$ cat src/rv_params.svh
`ifndef RV_PARAMS_SVH
`define RV_PARAMS_SVH

`default_nettype none

// core data path width.
`define RV_XLEN 32

// instruction words, indexed by pc[7:2].
`define RV_IMEM_DEPTH 64

// seven-segment digits on the board.
`define RV_HEX_DIGITS 6

`default_nettype wire

`endif

$ cat src/rv_pkg.sv
`default_nettype none

package rv_pkg;

	typedef enum logic [2:0] {
		st_idle,
		st_fetch,
		st_decode,
		st_execute,
		st_writeback,
		st_halt
	} cpu_state_e;

	// base opcodes, RV32I encodings.
	typedef enum logic [6:0] {
		op_reg    = 7'b0110011,
		op_imm    = 7'b0010011,
		op_lui    = 7'b0110111,
		op_branch = 7'b1100011,
		op_jal    = 7'b1101111,
		op_system = 7'b1110011
	} rv_opcode_e;

	typedef enum logic [3:0] {
		alu_add,
		alu_sub,
		alu_and,
		alu_or,
		alu_xor,
		alu_pass_b,
		alu_beq,
		alu_bne,
		alu_link
	} alu_op_e;

	typedef enum logic [1:0] {
		disp_pc,
		disp_instr,
		disp_retired,
		disp_reg
	} disp_sel_e;

endpackage

`default_nettype wire

$ cat src/rv_hex_display.sv
`include "rv_params.svh"

`default_nettype none

module rv_hex_display
	import rv_pkg::*;
(
	input  logic [3:0]  sw,
	input  logic [31:0] pc,
	input  logic [31:0] instr,
	input  logic [31:0] retired,
	input  logic [31:0] view_reg,
	output logic [4:0]  view_addr,
	output logic [6:0]  hex0,
	output logic [6:0]  hex1,
	output logic [6:0]  hex2,
	output logic [6:0]  hex3,
	output logic [6:0]  hex4,
	output logic [6:0]  hex5
);

	disp_sel_e           sel;
	logic [`RV_XLEN-1:0] shown;
	logic [6:0]          seg [`RV_HEX_DIGITS];

	// active low, gfedcba.
	function automatic logic [6:0] hex_to_seg(input logic [3:0] nib);
		case (nib)
			4'h0: return 7'b1000000;
			4'h1: return 7'b1111001;
			4'h2: return 7'b0100100;
			4'h3: return 7'b0110000;
			4'h4: return 7'b0011001;
			4'h5: return 7'b0010010;
			4'h6: return 7'b0000010;
			4'h7: return 7'b1111000;
			4'h8: return 7'b0000000;
			4'h9: return 7'b0010000;
			4'ha: return 7'b0001000;
			4'hb: return 7'b0000011;
			4'hc: return 7'b1000110;
			4'hd: return 7'b0100001;
			4'he: return 7'b0000110;
			default: return 7'b0001110;
		endcase
	endfunction

	assign sel       = disp_sel_e'(sw[3:2]);
	assign view_addr = {3'b010, sw[1:0]}; // x8 to x11.

	always_comb begin
		case (sel)
			disp_pc:      shown = pc;
			disp_instr:   shown = instr;
			disp_retired: shown = retired;
			default:      shown = view_reg;
		endcase
	end

	always_comb begin
		for (int d = 0; d < `RV_HEX_DIGITS; d++) begin
			seg[d] = hex_to_seg(shown[d*4 +: 4]);
		end
	end

	assign hex0 = seg[0];
	assign hex1 = seg[1];
	assign hex2 = seg[2];
	assign hex3 = seg[3];
	assign hex4 = seg[4];
	assign hex5 = seg[5];

endmodule

`default_nettype wire

$ cat config.mk
export PLATFORM = sky130hd
export DESIGN_NAME = rv_hex_display
export DESIGN_NICKNAME = d
export VERILOG_FILES = /design/src/rv_pkg.sv /design/src/rv_hex_display.sv
export VERILOG_INCLUDE_DIRS = /design/src /design/src/src
export SDC_FILE = /design/constraint.sdc
export NUM_CORES = 1
export LEC_CHECK = 0
export BUFFER_PORTS_ARGS = -buffer_cell sky130_fd_sc_hd__buf_2
export CORE_ASPECT_RATIO = 0.5
export CORE_UTILIZATION = 30
export DETAILED_ROUTE_END_ITERATION = 16
export SYNTH_ARGS = -nofsm -noshare
export SYNTH_HDL_FRONTEND = slang
export SYNTH_SLANG_ARGS = --single-unit
$ cat constraint.sdc
create_clock -name vclk -period 3.3
set_input_delay 0.165 -clock vclk [all_inputs]
set_output_delay 0.165 -clock vclk [all_outputs]
set_load 0.02 [all_outputs]
==> reports/metrics.cfg <==
[power]
ir_drop_uv=120.4
power_leakage_nw=1.589
report.power.total_mw=0.6688
power_density_nw_per_um2=231.4

[finish]
n_clock_buffer=0
regArea_sq_um=0
fin_nets=513
diodes=0
n_fill_cell=682
seq_cell_count=0
multi_input_area_sq_um=1902
syn_to_final_growth_pct=32.30
layout-drive-gt1-share_pct=45.48

[clock_tree]
ctsResizeCount=0
cts_setup_buffers=0
cts_hold_buf=0

[global_routing]
gr-usage-met1_pct=18.20
use_met2_pct=30.76
grt_pass1_vias=2179
grt-ovfl-total=0
busiest_layer=met2
grt_antenna_before_repair=0
grt_use_met3_pct=0.2757
track_usage_pct=15.29
grt_pass1_wl_mm=9.873
grt_max_degree=25

[floorplanning]
rows=21
die-area_sq_um=7648
die_w_um=122.7
start_util_pct=31.86
io_pins=179
dieHeight_um=62.34
core-area_sq_um=6858

[routing]
first_iter_violations=174
ant_nets=0
via_per_inst=5.131
drc=0
vias=2232
wl_per_cell_um=14.03
drtPass1Iterations=4
drt_wl_total_mm=6.105

[outcome]
outcome=completed

[timing]
slew_violations=0
worstMarginPinSlew_ns=0.5556
max_slew_margin_pct=62.96
min_period_ns=2.642
final-hold-violation-count=0
fin_crit_sh_pct=80.05
fin_setup_tns_ns=0
rsz0062_at_grt=no
setup_viol=0
fmax_mhz=378.6

[setup_path]
cp_data_arrival_time_ns=2.48
crit_fanout=15
required_ns=3.13
cp-end-kind=output port
start_kind=input port
crit_type=input port to output port

[logic_synthesis]
synth_mux_area_share_pct=44.85
synth-warning-count=0
syn_inst=216
synth-seq-area-share_pct=0
avgSynthCellArea_sq_um=10.11
synthAdderAreaFrac_pct=20.62
synth-simple-area-share_pct=6.987
synth-compound-area-share_pct=11.68
synth.distinct_cells=21
synth_top_family_by_area=multiplexers
syn_area_sq_um=2185
synthXorXnorAreaFrac_pct=2.405

[placed_design]
hpwl_mm=5.118
port_buffers=140
gp_congestion=0.7584

[hold_path]
holdCritPathClass=input port to output port

[flow_run]
maxCapViolations=0

metrics by stage:
step | area [sq um] | util, % | hold slack, ns | cells | worst slack (ns)
2_1_floorplan | 2188 | - | 0.4426 | 217 | 1.028
3_3_place_gp | 2890 | 42.15 | 0.3302 | 435 | 0.7077
3_5_place_dp | 2890 | 42.15 | 0.3302 | 435 | 0.6220
4_1_cts | 2890 | 42.15 | 0.3302 | 435 | 0.6060
5_1_grt | 2890 | 42.15 | 0.3301 | 435 | 0.5007
6_report | 2890 | 42.15 | 0.3300 | 435 | 0.6585
synthesized netlist by cell type:
| cell | n | share of area, % |
|---|---|---|
| conb_1 | 2 | 0.34 |
| nand3_1 | 6 | 1.4 |
| mux2i_1 | 24 | 11 |
| ha_1 | 36 | 21 |
| nand3b_1 | 6 | 2.1 |
| o21ai_0 | 1 | 0.23 |
| mux4_1 | 17 | 20 |
| nand2b_1 | 6 | 1.7 |
| xor2_1 | 6 | 2.4 |
| buf_2 | 6 | 1.4 |
| inv_1 | 42 | 7.2 |
| buf_6 | 3 | 1.5 |
| buf_12 | 1 | 0.92 |
| mux4_2 | 13 | 13 |
| or2_1 | 5 | 1.4 |
| or2_4 | 1 | 0.40 |
| a32o_1 | 6 | 2.7 |
| o21ai_1 | 5 | 1.1 |
| buf_4 | 6 | 2.1 |
| o221ai_1 | 6 | 2.4 |
| o22ai_1 | 18 | 5.2 |
area by class of cell:
class                      instances  area share, %
tap                               92          3.983
multi-input combinational        159          65.80
timing repair buffer             142          24.76
inverter                          42          5.455
cell families (layout without fill, tap and decap cells):
logic type,after synthesis,after routing
other cells,2,3
simple gates,24,24
compound gates,36,36
xor+xnor,6,6
fa+ha+maj,36,36
mux,54,54
buf+inv,58,184
path summary, 6_finish.rpt:
kind | startpoint | end | slack (ns) | cells past startpoint
max | sw[2] | hex2[3] | 0.66 | 8
min | sw[0] | view_addr[0] | 0.33 | 0
power by group:
group,switching (mW),total [mW],internal [mW]
registers,0,0,0
logic,0.383,0.669,0.286
clock network,0,0,0
total,0.383,0.669,0.286
per-layer routing:
layer / wire, um / up-vias
li1: - / 1075
met1: 2525 / 1077
met2: 3287 / 74
met3: 218 / 6
met4: 73 / 0
met5: 0 / -
worst max-delay path: stages:
cell and delay, ns:
buf_2 0.36, buf_4 0.25, mux4_1 0.68, inv_1 0.18
ha_1 0.15, inv_1 0.05, mux4_2 0.46, buf_2 0.17
layout by cell type (no fill, tap or decap):
cell type,n
mux4_1,17
mux4_2,13
buf_4,2
mux2i_1,24
o22ai_1,18
ha_1,36
nand3b_1,6
buf_2,140
xor2_1,6
a32o_1,6
or2_4,1
or2_1,5
o21ai_0,1
conb_1,3
nand3_1,6
o221ai_1,6
o21ai_1,5
inv_1,42
nand2b_1,6
No activity file was read; power rests on OpenSTA's default activity.
