**config.mk**
```make
export PLATFORM = sky130hd
export DESIGN_NAME = rv_alu
export DESIGN_NICKNAME = d
export VERILOG_FILES = /design/src/rv_params.svh /design/src/rv_pkg.sv /design/src/rv_alu.sv
export SDC_FILE = /design/constraint.sdc
export NUM_CORES = 1
export LEC_CHECK = 0
export BUFFER_PORTS_ARGS = -buffer_cell sky130_fd_sc_hd__buf_4
export CORE_UTILIZATION = 50
export DETAILED_ROUTE_END_ITERATION = 7
export PLACE_DENSITY = 0.72
export SYNTH_ARGS = -nofsm -noshare
export SYNTH_HDL_FRONTEND = slang
export SYNTH_SLANG_ARGS = --single-unit
```
**constraint.sdc**
```tcl
create_clock -name vclk -period 6.1
set_input_delay 0.61 -clock vclk [all_inputs]
set_output_delay 0.61 -clock vclk [all_outputs]
set_load 0.005 [all_outputs]
```
**src/rv_params.svh**
```systemverilog
`ifndef RV_PARAMS_SVH
`define RV_PARAMS_SVH

`default_nettype none

// core data path width.
`define RV_XLEN 32

// instruction words, indexed by pc[7:2].
`define RV_IMEM_DEPTH 64

// seven-segment digits on the board.
`define RV_HEX_DIGITS 6

`default_nettype wire

`endif

```
**src/rv_pkg.sv**
```systemverilog
`default_nettype none

package rv_pkg;

	typedef enum logic [2:0] {
		st_idle,
		st_fetch,
		st_decode,
		st_execute,
		st_writeback,
		st_halt
	} cpu_state_e;

	// base opcodes, RV32I encodings.
	typedef enum logic [6:0] {
		op_reg    = 7'b0110011,
		op_imm    = 7'b0010011,
		op_lui    = 7'b0110111,
		op_branch = 7'b1100011,
		op_jal    = 7'b1101111,
		op_system = 7'b1110011
	} rv_opcode_e;

	typedef enum logic [3:0] {
		alu_add,
		alu_sub,
		alu_and,
		alu_or,
		alu_xor,
		alu_pass_b,
		alu_beq,
		alu_bne,
		alu_link
	} alu_op_e;

	typedef enum logic [1:0] {
		disp_pc,
		disp_instr,
		disp_retired,
		disp_reg
	} disp_sel_e;

endpackage

`default_nettype wire

```
**src/rv_alu.sv**
```systemverilog
`default_nettype none

module rv_alu
	import rv_pkg::*;
(
	input  alu_op_e     alu_op,
	input  logic        use_imm,
	input  logic        use_pc,
	input  logic [31:0] rs1_data,
	input  logic [31:0] rs2_data,
	input  logic [31:0] pc,
	input  logic [31:0] imm,
	output logic [31:0] result,
	output logic        branch_taken
);

	logic [31:0] op_a;
	logic [31:0] op_b;

	assign op_a = use_pc ? pc : rs1_data;
	assign op_b = use_imm ? imm : rs2_data;

	always_comb begin
		case (alu_op)
			alu_sub:    result = op_a - op_b;
			alu_and:    result = op_a & op_b;
			alu_or:     result = op_a | op_b;
			alu_xor:    result = op_a ^ op_b;
			alu_pass_b: result = op_b;
			alu_link:   result = op_a + 32'd4; // return address.
			default:    result = op_a + op_b;
		endcase
	end

	assign branch_taken = ((alu_op == alu_beq) && (op_a == op_b)) ||
	                      ((alu_op == alu_bne) && (op_a != op_b));

endmodule

`default_nettype wire

```
==> results.toml, run 1 <==
[sta]
slew_violations = 0
period_needed_ns = 5.28
hold_viol_final = 0
fin_tns_setup_ns = 0
max_freq_ghz = 0.190
setup_viol = 0
rsz0062_at_grt = "false"
relSlewSlack = 0.391
tightest_slew_ns = 0.907
fin_crit_sh = 0.865

[yosys]
synth_area_leaders = "ha_1, mux2i_1, a21oi_1, o21ai_0, inv_1"
synth-seq-area-share = 0
synth_cell_type_count = 78
synthTopCellsByCount = "inv_1, ha_1, nor2_1, a21oi_1, o21ai_0"
syn_inst = 1016
synth_area_leader_cell = "ha_1"
synth.most_common_cell = "inv_1"
ys.warnings.count = 0
netlist.area_leader.share = 0.174
synth_area_um2 = 6900
syn_avg_cell_area_um2 = 6.79
syn_nets = 1248

[placement]
dpl_cell_area_um2 = 8190
dp_cells = 1303
portBuffers = 167
hpwl_mm = 20.3
gp_congestion = 0.992

[global_routing]
use_met1 = 0.464
top_usage_layer = "met2"
met3_usage = 0.0484
grt_use_met2 = 0.569
grt_pass1_wl_mm = 40.7
antenna_found_initial = 0
grt_usage = 0.352
grt_pass1_vias = 7888
grt_max_degree = 63
overflow = 0

[cts]
ctsResizeCount = 0
cts-hold-fix-buffers = 0
postCtsSetupBuffers = 0

[floorplanning]
io_pins = 167
initial_core_util = 0.517
core-area_um2 = 13300
die-area_um2 = 14300
row_count = 42
die_w_um = 119
die_h_um = 119

[layout]
fin_cells = 1303
drive_gt1_frac = 0.205
regArea_um2 = 0
num-fill-cells = 1305
n_clock_buffer = 0
post-route-util = 0.614
synthToLayoutAreaGrowth_pct = 18.7
fin_nets = 1361
seq_cell_count = 0
n_antenna_cell = 0
fin_area_um2 = 8190
multi_input_area_um2 = 6250

[job]
maxCapViolations = 0

[worst_setup_path]
required_ns = 5.49
critPathArrivalTime_ns = 4.67
crit_type = "input port to output port"
end_kind = "output port"
critPathLaunchType = "input port"
path_max_fanout = 62

[status]
status = "finished, final reports clean"

[pwr]
vdd_drop_max_mv = 0.0497
powerDensity_nw_per_um2 = 120
total_power_mw = 0.986
power_leakage_nw = 3.85

[detailed_routing]
ant_nets = 0
wirelength_mm = 26.1
first_pass_iters = 8
routedWlPerCell_um = 20.0
drc = 0
viasPerCell = 6.57
drtIter0Drc = 829
vias = 8561

[min_path]
hold_path.class = "input port to output port"
[critical path, stage by stage]
cell	delay [ns]
buf_4	0.57
mux2_2	0.45
ha_1	0.25
fa_1	0.43
a21oi_1	0.19
o21ai_0	0.18
o21ai_0	0.28
o211a_1	0.30
o21a_1	0.29
nor2_1	0.08
a311o_1	0.38
o221a_2	0.27
o21ai_0	0.20
buf_4	0.15
[cell families (layout without fill, tap and decap cells)]
| kind of cell | after synthesis | in the layout | synth area share |
|---|---|---|---|
| compound gates | 370 | 370 | 0.378 |
| xor+xnor | 26 | 26 | 0.0330 |
| mux | 66 | 66 | 0.0988 |
| buf+inv | 167 | 278 | 0.0985 |
| fa+ha+maj | 98 | 98 | 0.180 |
| simple gates | 289 | 289 | 0.212 |
[cell type report]
| class | count | area share |
|---|---|---|
| repair buffers | 181 | 0.166 |
| inverters | 97 | 0.0444 |
| multi-input cells | 849 | 0.763 |
| well taps | 176 | 0.0269 |
[placed cells by master (no fill, tap or decap), types with 5 or more instances in the layout]
cell type / n
nand3b_1: 5
a221oi_1: 23
nor2_1: 88
ha_1: 96
nand4_1: 12
o211ai_1: 7
a221o_1: 9
o21ai_0: 77
buf_4: 181
inv_1: 97
or3_1: 6
a21oi_1: 84
a211oi_1: 5
a31oi_1: 12
nor2b_1: 15
nor3b_1: 5
a22oi_1: 8
o31a_1: 6
nand2b_1: 8
or2_2: 5
o221a_2: 6
o21bai_1: 7
a222oi_1: 21
a21o_1: 17
o31ai_1: 8
nand2_1: 66
a311o_1: 5
nand3_1: 26
nor3_1: 17
and2_1: 7
o221ai_1: 15
xnor2_1: 24
and3_1: 9
mux2i_1: 49
o22ai_1: 8
mux2_2: 17
o21a_1: 7
[final timing paths]
check	depth (start not counted)	from	end	slack, ns
worst max-delay path	14	use_pc	result[24]	0.82
worst min-delay path	3	alu_op[1]	branch_taken	1.65
[stage by stage]
| stage | setup slack (ns) | hold slack (ns) |
|---|---|---|
| after CTS | 0.914 | 1.65 |
| after global placement | 1.00 | 1.64 |
| after global routing | 0.495 | 1.67 |
| after detailed placement | 0.935 | 1.65 |
| after floorplan | 1.21 | 1.48 |
| final | 0.825 | 1.65 |
[where the power goes]
group          switching (mW)  internal (mW)
sequential                  0              0
clock                       0              0
combinational           0.565          0.420
[layer usage]
layer / wire [um] / part of all wire
met1: 10700 / 0.41
met2: 11500 / 0.44
met3: 2770 / 0.11
met4: 1130 / 0.043
met5: 0 / 0
Power figures use the tool's default switching activity.
==> run 2: changes to the inputs <==
CORE_UTILIZATION = 58   (was 50)
PLACE_DENSITY = 0.83   (was 0.72)
==> run 2 against run 1 <==
  * The flow now finishes with violations (DRC)
  * Total power barely moved
  * Via count rose by 1.7%
  * Sequential cell count did not move
  * Critical path depth stayed put
  * Core utilization increased by 9.4 points
  * Critical endpoint unchanged
==> results.toml, run 2 (synthesis results as in run 1) <==
[status]
status = "finished with violations"
violations = "DRC"

[placement]
post-place-ws_ns = 1.00
gp_congestion = 0.998
hpwl_mm = 19.7
portBuffers = 167

[global_routing]
grt_max_degree = 63
grt_usage = 0.392
grt_pass1_wl_mm = 40.0
grt_pass1_vias = 8067
overflow = 0
antenna_found_initial = 0

[detailed_routing]
ant_nets = 0
drtIter0Drc = 1134
wirelength_mm = 25.5
viasPerCell = 6.85
first_pass_iters = 8
routedWlPerCell_um = 20.1
vias = 8703
drc = 28

[floorplanning]
core-area_um2 = 11500
die-area_um2 = 12300
die_w_um = 111
die_h_um = 111
io_pins = 167
initial_core_util = 0.599
row_count = 39

[job]
maxCapViolations = 0

[worst_setup_path]
crit_slowest_cell = "buf_4"
critPathArrivalTime_ns = 4.58
path_max_fanout = 62
startpoint = "use_pc"
crit_type = "input port to output port"
path_common_cell = "o21ai_0"
cp_slowest_stage_delay_ns = 0.56
required_ns = 5.49
critPathLaunchType = "input port"
crit_chain = "buf_4 -> mux2_2 -> ha_1 -> fa_1 -> a21oi_1 -> o21ai_0 -> o21ai_0 -> o211a_1 -> o21a_1 -> nor2_1 -> a311o_1 -> o221a_2 -> o21ai_0 -> buf_4"
end_kind = "output port"

[pwr]
switching_share = 0.574
clockPowerShare = 0
combPwrFrac = 1.000
power_leakage_nw = 3.85
pwr-share-seq = 0
powerDensity_nw_per_um2 = 121
p_sw_mw = 0.566
vdd_drop_max_mv = 0.0561
power.internal_mw = 0.421

[min_path]
hold_path_startpoint = "alu_op[1]"
hold_path.class = "input port to output port"

[sta]
rsz0062_at_grt = "false"
relSlewSlack = 0.438
worst_slack_ns = 0.910
hold_viol_final = 0
max_freq_ghz = 0.193
tightest_slew_ns = 0.843
fin_crit_sh = 0.851
period_needed_ns = 5.19
slew_violations = 0
setup_viol = 0
fin_tns_setup_ns = 0

[cts]
cts-hold-fix-buffers = 0
ctsResizeCount = 0
postCtsSetupBuffers = 0

[layout]
regArea_um2 = 0
n_clock_buffer = 0
synthToLayoutAreaGrowth_pct = 18.2
n_antenna_cell = 0
final_cell_mix = "buf_4, inv_1, ha_1"
fin_nets = 1362
drive_gt1_frac = 0.205
seq_cell_count = 0
mostFrequentLayoutCell = "buf_4"
run 2: changes by cell type in the layout (fill, tap and decap cells not counted):
cell,previous run,this run
nand3_2,2,1
nand3_1,26,27
buf_4,181,182
run 2: worst paths after layout:
| path | endpoint | slack [ns] | cells after the start |
|---|---|---|---|
| worst max-delay path | result[24] | 0.91 | 14 |
| worst min-delay path | branch_taken | 1.63 | 3 |
run 2: power groups by stage:
stage          combinational [mW]  sequential, mW  clock, mW
2_1_floorplan               0.631               0          0
3_3_place_gp                0.946               0          0
3_5_place_dp                0.955               0          0
4_1_cts                     0.960               0          0
5_1_grt                      1.07               0          0
6_report                    0.987               0          0
run 2: per-layer routing:
metal	track usage	wire length, um
met4	0.202	1440
met2	0.648	11100
met5	0	0
met3	0.0574	2840
met1	0.495	10200
run 2: worst max-delay path, delay by kind of cell:
family                   cells  cell delay [ns]
AO/OA/AOI/OAI                8             2.06
buffers and inverters        2             0.71
adder cells (fa/ha/maj)      2             0.66
multiplexers                 1             0.44
AND/OR/NAND/NOR              1             0.08
run 2: through the flow:
step / power, mW / cell area (um^2) / std cells / util / hold slack [ns]
6_report: 0.987 / 8160 / 1271 / 0.708 / 1.63
5_1_grt: 1.07 / 8160 / 1271 / 0.708 / 1.66
4_1_cts: 0.960 / 8160 / 1271 / 0.708 / 1.63
3_5_place_dp: 0.955 / 8160 / 1271 / 0.708 / 1.63
3_3_place_gp: 0.946 / 8160 / 1271 / 0.708 / 1.62
2_1_floorplan: 0.631 / 6900 / 1016 / - / 1.48
run 2: area by class of cell:
type | count | area [um^2]
repair buffers | 182 | 1370
well taps | 143 | 179
fillers | 1024 | 3360
inverters | 97 | 364
multi-input cells | 849 | 6250
