`config.mk`:
```
export PLATFORM = sky130hd
export DESIGN_NAME = rv_control_fsm
export DESIGN_NICKNAME = d
export VERILOG_FILES = /design/src/rv_params.svh /design/src/rv_pkg.sv /design/src/rv_control_fsm.sv
export SDC_FILE = /design/constraint.sdc
export NUM_CORES = 1
export LEC_CHECK = 0
export ABC_AREA = 0
export BUFFER_PORTS_ARGS = -buffer_cell sky130_fd_sc_hd__buf_2
export CORE_AREA = 2 2 39 41
export CTS_BUF_LIST = sky130_fd_sc_hd__clkbuf_8
export DETAILED_ROUTE_END_ITERATION = 16
export DIE_AREA = 0 0 41 43
export PLACE_DENSITY = 0.53
export SLEW_MARGIN = 20
export SYNTH_ARGS = -nofsm -noshare
export SYNTH_HDL_FRONTEND = slang
export SYNTH_SLANG_ARGS = --single-unit
export TNS_END_PERCENT = 5
```
`constraint.sdc`:
```
create_clock -name clk -period 1.9 [get_ports clk]
set_input_delay 0.285 -clock clk [delete_from_list [all_inputs] [get_ports clk]]
set_output_delay 0.285 -clock clk [all_outputs]
set_load 0.05 [all_outputs]
```
`src/rv_params.svh`:
```
`ifndef RV_PARAMS_SVH
`define RV_PARAMS_SVH

`default_nettype none

// core data path width.
`define RV_XLEN 32

// instruction words, indexed by pc[7:2].
`define RV_IMEM_DEPTH 64

// seven-segment digits on the board.
`define RV_HEX_DIGITS 6

`default_nettype wire

`endif

```
`src/rv_pkg.sv`:
```
`default_nettype none

package rv_pkg;

	typedef enum logic [2:0] {
		st_idle,
		st_fetch,
		st_decode,
		st_execute,
		st_writeback,
		st_halt
	} cpu_state_e;

	// base opcodes, RV32I encodings.
	typedef enum logic [6:0] {
		op_reg    = 7'b0110011,
		op_imm    = 7'b0010011,
		op_lui    = 7'b0110111,
		op_branch = 7'b1100011,
		op_jal    = 7'b1101111,
		op_system = 7'b1110011
	} rv_opcode_e;

	typedef enum logic [3:0] {
		alu_add,
		alu_sub,
		alu_and,
		alu_or,
		alu_xor,
		alu_pass_b,
		alu_beq,
		alu_bne,
		alu_link
	} alu_op_e;

	typedef enum logic [1:0] {
		disp_pc,
		disp_instr,
		disp_retired,
		disp_reg
	} disp_sel_e;

endpackage

`default_nettype wire

```
`src/rv_control_fsm.sv`:
```
`default_nettype none

module rv_control_fsm
	import rv_pkg::*;
(
	input  logic       clk,
	input  logic       rst_n,
	input  logic       run,
	input  rv_opcode_e opcode,
	input  logic       branch_taken,
	output logic       ir_load,
	output logic       rf_we,
	output logic       pc_advance,
	output logic       pc_load,
	output logic       retire,
	output logic       halted
);

	cpu_state_e state;
	cpu_state_e state_nxt;
	logic       in_wb;
	logic       writes_rd;
	logic       redirect;

	////////////////////////////////////////
	// state sequencing
	////////////////////////////////////////
	always_ff @(posedge clk or negedge rst_n) begin
		if (!rst_n) begin
			state <= st_idle;
		end else begin
			state <= state_nxt;
		end
	end

	always_comb begin
		state_nxt = state;
		case (state)
			st_idle:      if (run) state_nxt = st_fetch;
			st_fetch:     state_nxt = st_decode;
			st_decode:    state_nxt = st_execute;
			st_execute:   state_nxt = (opcode == op_system) ? st_halt : st_writeback;
			st_writeback: state_nxt = st_fetch;
			st_halt:      state_nxt = st_halt; // held until reset.
			default:      state_nxt = st_idle;
		endcase
	end

	////////////////////////////////////////
	// strobes
	////////////////////////////////////////
	assign in_wb     = (state == st_writeback);
	assign writes_rd = (opcode == op_reg) || (opcode == op_imm) ||
	                   (opcode == op_lui) || (opcode == op_jal); // branches write nothing.
	assign redirect  = (opcode == op_jal) || ((opcode == op_branch) && branch_taken);

	assign ir_load    = (state == st_fetch);
	assign rf_we      = in_wb && writes_rd;
	assign pc_load    = in_wb && redirect;
	assign pc_advance = in_wb && !redirect;
	assign retire     = in_wb;
	assign halted     = (state == st_halt);

	a_pc_onehot: assert property (@(posedge clk) disable iff (!rst_n)
		!(pc_advance && pc_load));

	// only the kept RV32I subset reaches execute.
	a_known_opcode: assert property (@(posedge clk) disable iff (!rst_n)
		(state == st_execute) |->
			(opcode inside {op_reg, op_imm, op_lui, op_branch, op_jal, op_system}));

endmodule

`default_nettype wire

```
==> metrics, run 1 <==
Yosys warnings 0; number of antenna violations at the first check in global routing 0; endpoints failing hold 0; first-pass GRT wire length 1000 µm; diodes inserted 0; minimum setup slack after placement 0.227 ns; Crit. Startpoint state[2]$_DFFE_PN0P_; largest vdd supply drop 326 µV; RSZ-0062 raised after global routing no; most common flop cell mapped by yosys dfrtp_1; Setup CP Type flop to primary output; row count 14; Area after DPL 362 µm²; max reg flops 3; worst reg2reg endpoint state[0]$_DFFE_PN0P_; transition time at the pin with the least slew margin 0.249 ns; number of sinks on the clock net 3; TritonCTS Buffers 3; global route total overflow 0; cell type with the largest total area after synthesis dfrtp_1; source of the worst register-to-register timing path state[1]$_DFFE_PN0P_; CP endpoint kind primary output; First DRT Iteration DRCs 7; Post-Layout Cell Count 68; post-route setup slack 0.103 ns; DIE HEIGHT 43 µm; R2R depth 4; synthesized instance count 30; vias in the first global route 257; dominant cell by count in the synthesized netlist nor2_1; Post-Place Cells 63; Synth top cells by count 4 x nor2_1, 3 x dfrtp_1, 3 x nand2_1; number of top-level pins 17; final weighted congestion in routability-driven placement 0.634; Req. time, crit path 1.62 ns; number of hold-repair buffers added at the cts stage 1; CTS-repair resized insts 0; worst-path cell with the longest stage delay dfrtp_1; Setup TNS Final 0 ns; post-synthesis async set-or-reset flop share 100%; maximum count of clock buffers along a single path 2; largest cells by area after synthesis dfrtp_1 31%, nor2_1 6.2%, nand2b_4 5.6%; flop and latch count out of synthesis 3; master cell of the clock root buffer clkbuf_8; Port Buffers 16; DIE WIDTH 41 µm; average wire length per cell after detail routing 9.43 µm; Std-Cell Core Area 1380 µm²; All-Layer GR Usage 8.73%; Period minus WS final 1.80 ns; final cell area excluding filler cells 417 µm²; status completed; maximum clock rate 556 MHz; Detail Route Antenna Nets 0; DR vias 294; final count of pins violating max slew 0; leakage 0.203 nW; postcts setup bufs 0; mean instance size in the synthesized netlist 8.13 µm²; fraction of post-synthesis cell area in the top cell type by area 30.8%; path category of the worst min-delay check input port to async pin; clock slew at the register clock pins of the worst setup and hold paths 0.03 ns; sum of routed wire length over all layers 641 µm; fraction of layout cells with a size suffix above 1 44.2%; DRC viols 0; arrival time of the worst setup path 1.51 ns; max_cap viols 0; total iterations of the first detailed-routing run 4; Worst slew margin 83.5%; areal power density over the cells 1460 nW/µm²; Detailed Place HPWL 492 µm; startpoint class of the critical path flop; largest registers state: 3 flops; slack of the worst reg-to-reg path 0.77 ns; crit path cell chain nand2b_4, or3_1, nor2_1, buf_2; Area growth, synth to finish 70.8%; largest fanout on the critical path 6; Crit path largest cell delay 0.44 ns; largest reg by FF count state; share of the yosys chip area belonging to registers 30.8%; EDFF count, synth 0; library cells used by synthesis 20; number of vias per cell 4.32; area of the die 1760 µm²; pin count of the biggest net entering global routing 7; endpoints failing setup 0; Final Cycle Share 94.6%; clock latency on the worst-skew pair 0.22 ns; post-synthesis instance area 244 µm²; TritonCTS clock tree built; H-Tree Depth 1; fin nets 64; Clock Skew 0.00523 ns; Post-Synthesis Net Count 41; starting density of the core 17.6%
cell usage in the layout, fill, tap and decap left out, drive strengths merged:
cell	n
nor3	2
o32a	1
or3	1
inv	2
nor2	4
a311oi	1
nor2b	2
nand2b	2
o31a	1
a21oi	2
dfrtp	3
dlygate4sd3	1
nand4b	1
or2b	1
nand2	3
or3b	1
nand3b	1
xnor2	1
clkbuf	3
buf	18
o31ai	1
per-stage QoR:
step	utilization, %	hold slack, ns	power, mW
2_1_floorplan	-	-0.0106	0.338
3_3_place_gp	26.1	0.0803	0.426
3_5_place_dp	26.1	0.0807	0.424
4_1_cts	30.1	0.402	0.615
5_1_grt	30.1	0.417	0.647
6_report	30.1	0.403	0.608
per-layer routing:
layer	part of all wire, %	wire [µm]	track usage, %
met3	10	64	4.71
met4	1.7	11	6.00
met2	41	261	11.3
met5	0	0	0
met1	47	303	10.6
area by class of cell:
type	instances	area [µm²]
fill	155	967
multi-input combinational	25	168
timing repair buffer	19	105
sequential	3	75.1
clock buffer	3	41.3
tap	16	20.0
clock inverter	1	3.75
inverter	1	3.75
worst max-delay path by stage:
stage,depth (start not counted),slack [ns],to
4_1_cts,4,0.09,rf_we
5_1_grt,4,0.006,pc_load
2_1_floorplan,3,-0.10,ir_load
3_3_place_gp,5,0.22,pc_load
6_report,4,0.10,rf_we
3_5_place_dp,5,0.23,pc_load
critical path, delay by kind of cell, from the launching register on:
family,cells,cell delay [ns]
AND/OR/NAND/NOR,3,0.58
flip-flops,1,0.44
buffers and inverters,1,0.27
where the power goes:
group	total (mW)	switching (mW)	internal, mW
logic	0.311	0.187	0.123
clock network	0.179	0.0418	0.137
registers	0.118	0.0241	0.0943
total	0.608	0.253	0.355
kinds of logic after synthesis:
family	after synthesis	synth area share, %
compound gates	6	18.5
xor+xnor	1	3.59
buf+inv	2	3.07
flops	3	30.8
simple gates	18	44.1
Note: power is estimated with default switching activity, not from simulation.
==> run 2: changes to the inputs <==
BUFFER_PORTS_ARGS = -buffer_cell sky130_fd_sc_hd__buf_4   (was -buffer_cell sky130_fd_sc_hd__buf_2)
SETUP_SLACK_MARGIN = 0.05   (was not set)
==> metrics, run 2 (synthesis gave the netlist of run 1 again) <==
number of vias per cell 4.33; All-Layer GR Usage 9.03%; total iterations of the first detailed-routing run 3; startpoint class of the critical path flop; First DRT Iteration DRCs 1; row count 14; Std-Cell Core Area 1380 µm²; fin nets 62; final weighted congestion in routability-driven placement 0.648; TritonCTS clock tree built; worst reg2reg endpoint state[0]$_DFFE_PN0P_; slack of the worst reg-to-reg path 0.81 ns; crit path cell chain nand2b_4, or3_1, nor2b_1, buf_4; Port Buffers 16; Final Cycle Share 95.3%; endpoints failing hold 0; endpoints failing setup 0; path category of the worst min-delay check input port to async pin; worst-path cell with the longest stage delay dfrtp_2; Detail Route Antenna Nets 0; clock latency on the worst-skew pair 0.22 ns; DIE HEIGHT 43 µm; pin count of the biggest net entering global routing 8; clock slew at the register clock pins of the worst setup and hold paths 0.03 ns; Worst slew margin 82.2%; max_cap viols 0; R2R depth 3; number of sinks on the clock net 3; average wire length per cell after detail routing 10.1 µm; Crit path largest cell delay 0.43 ns; transition time at the pin with the least slew margin 0.267 ns; Clock Skew 0.00234 ns; Req. time, crit path 1.62 ns; final count of pins violating max slew 0; largest fanout on the critical path 6; DIE WIDTH 41 µm; Setup CP Type flop to primary output; maximum count of clock buffers along a single path 2; max reg flops 3; hold slack final 0.396 ns; diodes inserted 0; CP endpoint kind primary output; fraction of layout cells with a size suffix above 1 44.0%; largest vdd supply drop 306 µV; most frequent standard cell in the layout excluding fill and tap cells buf_4; status completed; area of the die 1760 µm²; Area growth, synth to finish 83.1%; first-pass GRT wire length 1050 µm; DR vias 286; TritonCTS Buffers 3; postcts setup bufs 0; master cell of the clock root buffer clkbuf_8; Detailed Place HPWL 482 µm; number of top-level pins 17; areal power density over the cells 1350 nW/µm²; Period minus WS final 1.81 ns; buffering stage count on the worst path with inverters included 1; largest reg by FF count state; RSZ-0062 raised after global routing yes; number of antenna violations at the first check in global routing 0; vias in the first global route 265; leakage 0.201 nW; arrival time of the worst setup path 1.53 ns; cell family with the largest share of critical-path delay simple AND/OR/NAND/NOR gates; DRC viols 0; maximum clock rate 552 MHz; sum of routed wire length over all layers 667 µm; commonest cells after routing, fill and taps aside 15 x buf_4, 4 x nor2_1, 3 x nand2_1, 3 x clkbuf_8; global route total overflow 0; PnR Total Power 602 µW; starting density of the core 17.6%; source of the worst register-to-register timing path state[1]$_DFFE_PN0P_; largest registers state: 3 flops; H-Tree Depth 1
-- run 2: changes by cell type in the layout (fill, tap and decap cells not counted), sizes merged --
cell / change
buf: -2
-- run 2: timing repair --
item                                    in CTS  in global routing
endpoints found under the setup margin       0                  2
gates resized for setup                      0                  2
hold endpoints to repair                     3                  0
hold buffers                                 1                  0
-- run 2: area by class of cell --
class / instances / area [µm²]
fill: 146 / 937
multi-input combinational: 25 / 168
timing repair buffer: 17 / 134
sequential: 3 / 76.3
clock buffer: 3 / 41.3
tap: 16 / 20.0
clock inverter: 1 / 3.75
inverter: 1 / 3.75
-- run 2: per-layer routing --
metal  vias up  GRT usage, %  share of wire (%)
met3         0          1.57                8.5
li1        146             -                  -
met5         -             0                  0
met1       128          10.6                 44
met2        12          13.1                 48
met4         0          8.00                  0
-- run 2: worst max-delay path by stage --
stage	start	endpoint	slack, ns	cells past startpoint
after detailed placement	opcode[2]	pc_load	0.26	5
after global placement	opcode[2]	pc_load	0.26	5
after floorplan	state[0]$_DFFE_PN0P_	ir_load	-0.10	3
after global routing	state[1]$_DFFE_PN0P_	rf_we	0.007	4
after CTS	state[1]$_DFFE_PN0P_	pc_load	0.06	4
final	state[1]$_DFFE_PN0P_	pc_load	0.09	4
-- run 2: power breakdown --
group	switching (mW)	internal [mW]
sequential	0.0559	0.0963
clock	0.0434	0.138
combinational	0.153	0.116
-- run 2: per-stage QoR --
stage	instance area [µm²]	util (%)	worst slack (ns)	cells	setup TNS [ns]
CTS	442	31.9	0.0593	66	0
floorplan	250	-	-0.105	30	-0.137
global route	447	32.3	0.00669	66	0
global placement	387	27.9	0.264	61	0
detailed placement	387	27.9	0.262	61	0
finish	447	32.3	0.0898	66	0
