### src/rv_params.svh
`ifndef RV_PARAMS_SVH
`define RV_PARAMS_SVH

`default_nettype none

// core data path width.
`define RV_XLEN 32

// instruction words, indexed by pc[7:2].
`define RV_IMEM_DEPTH 64

// seven-segment digits on the board.
`define RV_HEX_DIGITS 6

`default_nettype wire

`endif

### src/rv_pkg.sv
`default_nettype none

package rv_pkg;

	typedef enum logic [2:0] {
		st_idle,
		st_fetch,
		st_decode,
		st_execute,
		st_writeback,
		st_halt
	} cpu_state_e;

	// base opcodes, RV32I encodings.
	typedef enum logic [6:0] {
		op_reg    = 7'b0110011,
		op_imm    = 7'b0010011,
		op_lui    = 7'b0110111,
		op_branch = 7'b1100011,
		op_jal    = 7'b1101111,
		op_system = 7'b1110011
	} rv_opcode_e;

	typedef enum logic [3:0] {
		alu_add,
		alu_sub,
		alu_and,
		alu_or,
		alu_xor,
		alu_pass_b,
		alu_beq,
		alu_bne,
		alu_link
	} alu_op_e;

	typedef enum logic [1:0] {
		disp_pc,
		disp_instr,
		disp_retired,
		disp_reg
	} disp_sel_e;

endpackage

`default_nettype wire

### src/rv_fetch_decode.sv
`include "rv_params.svh"

`default_nettype none

module rv_fetch_decode
	import rv_pkg::*;
(
	input  logic        clk,
	input  logic        rst_n,
	input  logic        prog_we,
	input  logic [5:0]  prog_addr,
	input  logic [31:0] prog_data,
	input  logic [31:0] pc,
	input  logic        ir_load,
	input  logic [4:0]  view_addr,
	input  logic        halted,
	output logic [31:0] instr,
	output rv_opcode_e  opcode,
	output logic [4:0]  rs1_addr,
	output logic [4:0]  rs2_addr,
	output logic [4:0]  rd_addr,
	output logic [31:0] imm,
	output alu_op_e     alu_op,
	output logic        use_imm,
	output logic        use_pc
);

	logic [`RV_XLEN-1:0] imem [`RV_IMEM_DEPTH];
	logic [2:0]          funct3;
	logic                started;

	always_ff @(posedge clk) begin
		if (prog_we) begin
			imem[prog_addr] <= prog_data;
		end
	end

	always_ff @(posedge clk or negedge rst_n) begin
		if (!rst_n) begin
			instr   <= '0;
			started <= 1'b0;
		end else if (ir_load) begin
			instr   <= imem[pc[7:2]];
			started <= 1'b1;
		end
	end

	////////////////////////////////////////
	// field extraction
	////////////////////////////////////////
	assign opcode   = rv_opcode_e'(instr[6:0]);
	assign funct3   = instr[14:12];
	assign rd_addr  = instr[11:7];
	assign rs1_addr = instr[19:15];
	assign rs2_addr = halted ? view_addr : instr[24:20]; // display borrows port 2.

	always_comb begin
		case (opcode)
			op_lui:    imm = {instr[31:12], 12'b0};
			op_branch: imm = {{19{instr[31]}}, instr[31], instr[7], instr[30:25],
			                  instr[11:8], 1'b0};
			op_jal:    imm = {{11{instr[31]}}, instr[31], instr[19:12], instr[20],
			                  instr[30:21], 1'b0};
			default:   imm = {{20{instr[31]}}, instr[31:20]};
		endcase
	end

	always_comb begin
		alu_op  = alu_add;
		use_imm = 1'b0;
		use_pc  = 1'b0;
		case (opcode)
			op_reg: begin
				case (funct3)
					3'b000:  alu_op = instr[30] ? alu_sub : alu_add;
					3'b100:  alu_op = alu_xor;
					3'b110:  alu_op = alu_or;
					3'b111:  alu_op = alu_and;
					default: alu_op = alu_add;
				endcase
			end
			op_imm: use_imm = 1'b1; // addi only.
			op_lui: begin
				alu_op  = alu_pass_b;
				use_imm = 1'b1;
			end
			op_branch: alu_op = funct3[0] ? alu_bne : alu_beq;
			op_jal: begin
				alu_op = alu_link;
				use_pc = 1'b1;
			end
			default: alu_op = alu_add;
		endcase
	end

	// program loading only before the core has started.
	a_load_idle: assert property (@(posedge clk) disable iff (!rst_n)
		prog_we |-> !started && !ir_load && !halted);

endmodule

`default_nettype wire

### config.mk
export PLATFORM = sky130hd
export DESIGN_NAME = rv_fetch_decode
export DESIGN_NICKNAME = d
export VERILOG_FILES = /design/src/rv_pkg.sv /design/src/rv_fetch_decode.sv
export VERILOG_INCLUDE_DIRS = /design/src /design/src/src
export SDC_FILE = /design/constraint.sdc
export NUM_CORES = 2
export LEC_CHECK = 0
export BUFFER_PORTS_ARGS = -buffer_cell sky130_fd_sc_hd__buf_2
export CAP_MARGIN = 30
export CORE_MARGIN = 4
export CORE_UTILIZATION = 35
export CTS_CLUSTER_DIAMETER = 150
export DETAILED_ROUTE_END_ITERATION = 8
export SYNTH_ARGS = -nofsm -noshare
export SYNTH_HDL_FRONTEND = slang
export SYNTH_SLANG_ARGS = --single-unit
### constraint.sdc
create_clock -name clk -period 4.28 [get_ports clk]
set_input_delay 0.214 -clock clk [delete_from_list [all_inputs] [get_ports clk]]
set_output_delay 0.214 -clock clk [all_outputs]
set_load 0.005 [all_outputs]
==> flow_summary.html <==
<table>
<tr><th>Metric</th><th>Value</th></tr>
<tr><th colspan="2">Routing</th></tr>
<tr><td>Number of iterations in the first detailed-routing pass</td><td>5</td></tr>
<tr><td>Number of DRC violations after detailed routing</td><td>0</td></tr>
<tr><td>Wire length per cell after detailed routing</td><td>approximately 28 um</td></tr>
<tr><td>ANT nets after route</td><td>0</td></tr>
<tr><td>Via count</td><td>roughly 40000</td></tr>
<tr><td>Routed Wire Length</td><td>208000 um</td></tr>
<tr><td>First-iteration detailed-routing DRC count</td><td>5182</td></tr>
<tr><td>Avg Vias per Cell</td><td>about 5.4</td></tr>
<tr><th colspan="2">Synthesis</th></tr>
<tr><td>Post-synthesis cell type count</td><td>48</td></tr>
<tr><td>Synthesized area per cell</td><td>20.7 um2</td></tr>
<tr><td>Net Count, Synth</td><td>3959</td></tr>
<tr><td>Area fraction of the dominant cell type after synthesis</td><td>~77%</td></tr>
<tr><td>Most common cell in the synthesized netlist</td><td>edfxtp_1</td></tr>
<tr><td>Number of flops mapped to enable cells by yosys</td><td>approximately 2000</td></tr>
<tr><td>Count of mapped cells out of synthesis</td><td>3879</td></tr>
<tr><td>Proportion of synthesized flip-flops having asynchronous set or reset</td><td>between 1.5 and 2%</td></tr>
<tr><td>Largest area contributor in the netlist</td><td>edfxtp_1</td></tr>
<tr><td>Commonest cells post-synth</td><td>edfxtp_1 (2048), mux2i_1 (440), mux4_2 (324)</td></tr>
<tr><td>Most instantiated flip-flop cell in the synthesis netlist</td><td>edfxtp_1</td></tr>
<tr><td>Number of warnings printed during yosys synthesis</td><td>0</td></tr>
<tr><td>Post-synthesis sequential element count</td><td>around 2100</td></tr>
<tr><td>Fraction of the yosys area taken by sequential cells</td><td>between 70% and 80%</td></tr>
<tr><td>Mapped Area</td><td>about 80000 um2</td></tr>
<tr><td>Top cells by area, synth</td><td>edfxtp_1 (77%), mux4_2 (9.1%), mux2i_1 (5.5%)</td></tr>
<tr><th colspan="2">Clocking</th></tr>
<tr><td>Number of gates given a new drive strength after cts</td><td>0</td></tr>
<tr><td>Clock Pin Slew Worst Setup and Hold Paths</td><td>0.06 ns</td></tr>
<tr><td>Number of buffers added by the clock tree synthesis step</td><td>approximately 210</td></tr>
<tr><td>Sinks on Clock Net</td><td>~2100</td></tr>
<tr><td>H-tree lvl count</td><td>4</td></tr>
<tr><td>Latest clock arrival within the worst-skew pair</td><td>a little over 0.8 ns</td></tr>
<tr><td>Maximum clock path buffer count</td><td>3</td></tr>
<tr><td>Clock root buffer</td><td>clkbuf_16</td></tr>
<tr><td>Clock tree from TritonCTS</td><td>yes</td></tr>
<tr><th colspan="2">Placed design</th></tr>
<tr><td>Placer congestion estimate</td><td>around 0.84</td></tr>
<tr><td>Quantity of I/O buffers inserted on ports</td><td>~150</td></tr>
<tr><td>Dpl hpwl</td><td>approximately 120000 um</td></tr>
<tr><td>Pre-CTS setup slack</td><td>1.09 ns</td></tr>
<tr><th colspan="2">Worst hold path</th></tr>
<tr><td>Class of the most critical hold timing path</td><td>in -&gt; reg</td></tr>
<tr><th colspan="2">Critical path</th></tr>
<tr><td>Worst path cell trace</td><td>nand3_1 &gt; nor3_4 &gt; buf_4 &gt; or2_2 &gt; nor2_1 &gt; a21o_1 &gt; buf_2</td></tr>
<tr><td>Critical path launch point type</td><td>register</td></tr>
<tr><td>CP max stage delay</td><td>approximately 0.69 ns</td></tr>
<tr><td>Slack of the worst reg-to-reg path</td><td>roughly 1.7 ns</td></tr>
<tr><td>Data arrival time at the worst-slack endpoint</td><td>3.48 ns</td></tr>
<tr><td>Data required time of the worst path</td><td>~4 ns</td></tr>
<tr><td>Critical path's slowest cell</td><td>nor3_4</td></tr>
<tr><td>Critical-path maximum fanout</td><td>19</td></tr>
<tr><td>Worst Path Class, Setup</td><td>reg -&gt; out</td></tr>
<tr><td>Type of destination of the critical path</td><td>output port</td></tr>
<tr><th colspan="2">STA</th></tr>
<tr><td>Final Worst Setup Slack</td><td>0.587 ns</td></tr>
<tr><td>Period utilisation layout</td><td>between 80% and 90%</td></tr>
<tr><td>Maximum clock frequency</td><td>~270 MHz</td></tr>
<tr><td>Transition at the pin with the smallest max-transition slack</td><td>0.987 ns</td></tr>
<tr><td>Clock Skew</td><td>0.0283 ns</td></tr>
<tr><td>Sum of negative setup slack</td><td>0 ns</td></tr>
<tr><td>Remaining max-slew budget at the tightest pin</td><td>33.8%</td></tr>
<tr><td>Unrepaired setup endpoints after global routing</td><td>false</td></tr>
<tr><td>Final critical delay including setup and external delays</td><td>~3.7 ns</td></tr>
<tr><td>Pins over their slew limit</td><td>0</td></tr>
<tr><td>Worst hold margin</td><td>between 0.05 and 0.06 ns</td></tr>
<tr><td>Final Setup Violations</td><td>0</td></tr>
<tr><td>Count of final hold-check violations</td><td>0</td></tr>
<tr><th colspan="2">Global routing</th></tr>
<tr><td>Number of antenna violations at the first check in global routing</td><td>20</td></tr>
<tr><td>First-pass GRT wire length</td><td>a little under 300000 um</td></tr>
<tr><td>Largest net degree at the start of global routing</td><td>69</td></tr>
<tr><td>Number of global-route vias before repair</td><td>40225</td></tr>
<tr><td>Total track usage</td><td>~17%</td></tr>
<tr><td>Total congestion overflow after global routing</td><td>0</td></tr>
<tr><th colspan="2">Die</th></tr>
<tr><td>Effective utilization at floorplan</td><td>between 30% and 40%</td></tr>
<tr><td>DIE AREA</td><td>237000 um2</td></tr>
<tr><td>Die boundary width</td><td>between 400 and 500 um</td></tr>
<tr><td>Std-Cell Core Area</td><td>228000 um2</td></tr>
<tr><td>Number of core rows</td><td>175</td></tr>
<tr><td>Number of I/O pins</td><td>~170</td></tr>
<tr><td>Y dimension of the die</td><td>around 490 um</td></tr>
<tr><th colspan="2">Flow run</th></tr>
<tr><td>Count of maximum capacitance violations</td><td>0</td></tr>
<tr><th colspan="2">Power and ir drop</th></tr>
<tr><td>Pwr Density</td><td>about 460 nW/um2</td></tr>
<tr><td>Leakage power total</td><td>between 0.03 and 0.04 uW</td></tr>
<tr><td>Peak supply drop</td><td>approximately 0.00032 V</td></tr>
<tr><th colspan="2">Final layout</th></tr>
<tr><td>Fraction of final layout cells sized beyond drive strength 1</td><td>25.1%</td></tr>
<tr><td>Area delta synth-&gt;final</td><td>16.0%</td></tr>
<tr><td>Number of nets in the finished design</td><td>~4300</td></tr>
<tr><th colspan="2">Run status</th></tr>
<tr><td>Result of the run</td><td>finished, final reports clean</td></tr>
</table>
==> cells in the final DEF (no fill, tap or decap), types with 20 or more instances in the layout <==
master	instances
clkinv_1	37
clkbuf_16	210
buf_12	32
mux2i_1	440
nor2b_1	26
dfrtp_1	32
mux4_2	324
o22ai_1	137
buf_4	194
nor2_4	63
a211oi_1	33
clkbuf_1	53
buf_2	144
clkinv_2	40
a21oi_1	32
edfxtp_1	2048
nand3_1	49
nor2_1	49
nand2_1	61
mux2_2	21
a21o_1	37
a22oi_1	96
bufinv_16	20
o2bb2ai_1	38
==> routing by layer <==
layer / global-route usage, % / part of all wire [%] / wire [um]
met1: 24.0 / 42 / 87100
met5: 0 / 0.016 / 34
met4: 4.63 / 2.6 / 5310
met3: 3.22 / 7.3 / 15200
met2: 28.2 / 48 / 100000
==> through the flow <==
step | instances | total power, uW | util [%] | instance area (um2)
finish | 7422 | 43200 | 40.9 | 93000
global placement | 6997 | 25600 | 37.6 | 85700
CTS | 7408 | 43500 | 40.8 | 92900
global route | 7418 | 44600 | 40.8 | 93000
floorplan | 3879 | 24300 | - | 80200
detailed placement | 7013 | 25600 | 37.8 | 86000
==> registers in the layout (all words and copies together), names as in the netlist <==
name / cells
imem: 2048
instr: 32
==> worst max-delay path, delay by kind of cell (launching register included) <==
kind | cells | cell delay [ns]
compound gates | 1 | 0.20
flops | 1 | 0.60
simple gates | 4 | 1.36
buf+inv | 2 | 0.48
==> final cells by class <==
cell class	count	area (um2)
fill	20000	135000
sequential	2080	62300
multi-input combinational	1544	17100
clock buffer	268	5520
tap	3009	3760
timing repair buffer	389	3020
clock inverter	116	1230
inverter	11	41.3
antenna	5	12.5
==> timing repair <==
item | CTS | global route
setup buffers | 0 | 0
hold endpoints to repair | 413 | 224
hold buffers | 11 | 4
==> final timing paths <==
check | from | end | depth (start not counted)
setup / recovery | instr[1]$_DFFE_PN0P_ | imm[16] | 7
hold reg to reg | imem[20][13]$_DFFE_PP_ | instr[13]$_DFFE_PN0P_ | 5
max in group asynchronous | rst_n | instr[3]$_DFFE_PN0P_ | 4
min in group asynchronous | rst_n | instr[22]$_DFFE_PN0P_ | 4
hold / removal | prog_data[10] | imem[46][10]$_DFFE_PP_ | 2
setup reg to reg | instr[12]$_DFFE_PN0P_ | instr[12]$_DFFE_PN0P_ | 5
==> cell families (layout without fill, tap and decap cells) <==
| family | count (synthesis) | in the layout | share of synthesized area, % |
|---|---|---|---|
| DFF | 2080 | 2080 | 77.7 |
| AOI/OAI and AO/OA | 434 | 434 | 3.84 |
| buffers and inverters | 255 | 784 | 1.62 |
| muxes | 785 | 785 | 14.9 |
| other | 0 | 5 | 0 |
| and+or+nand+nor | 325 | 325 | 1.96 |
==> power breakdown <==
group	switching (uW)	internal, uW
combinational	1580	914
sequential	184	22600
clock	7670	10300
Note: power is estimated with default switching activity, not from simulation.
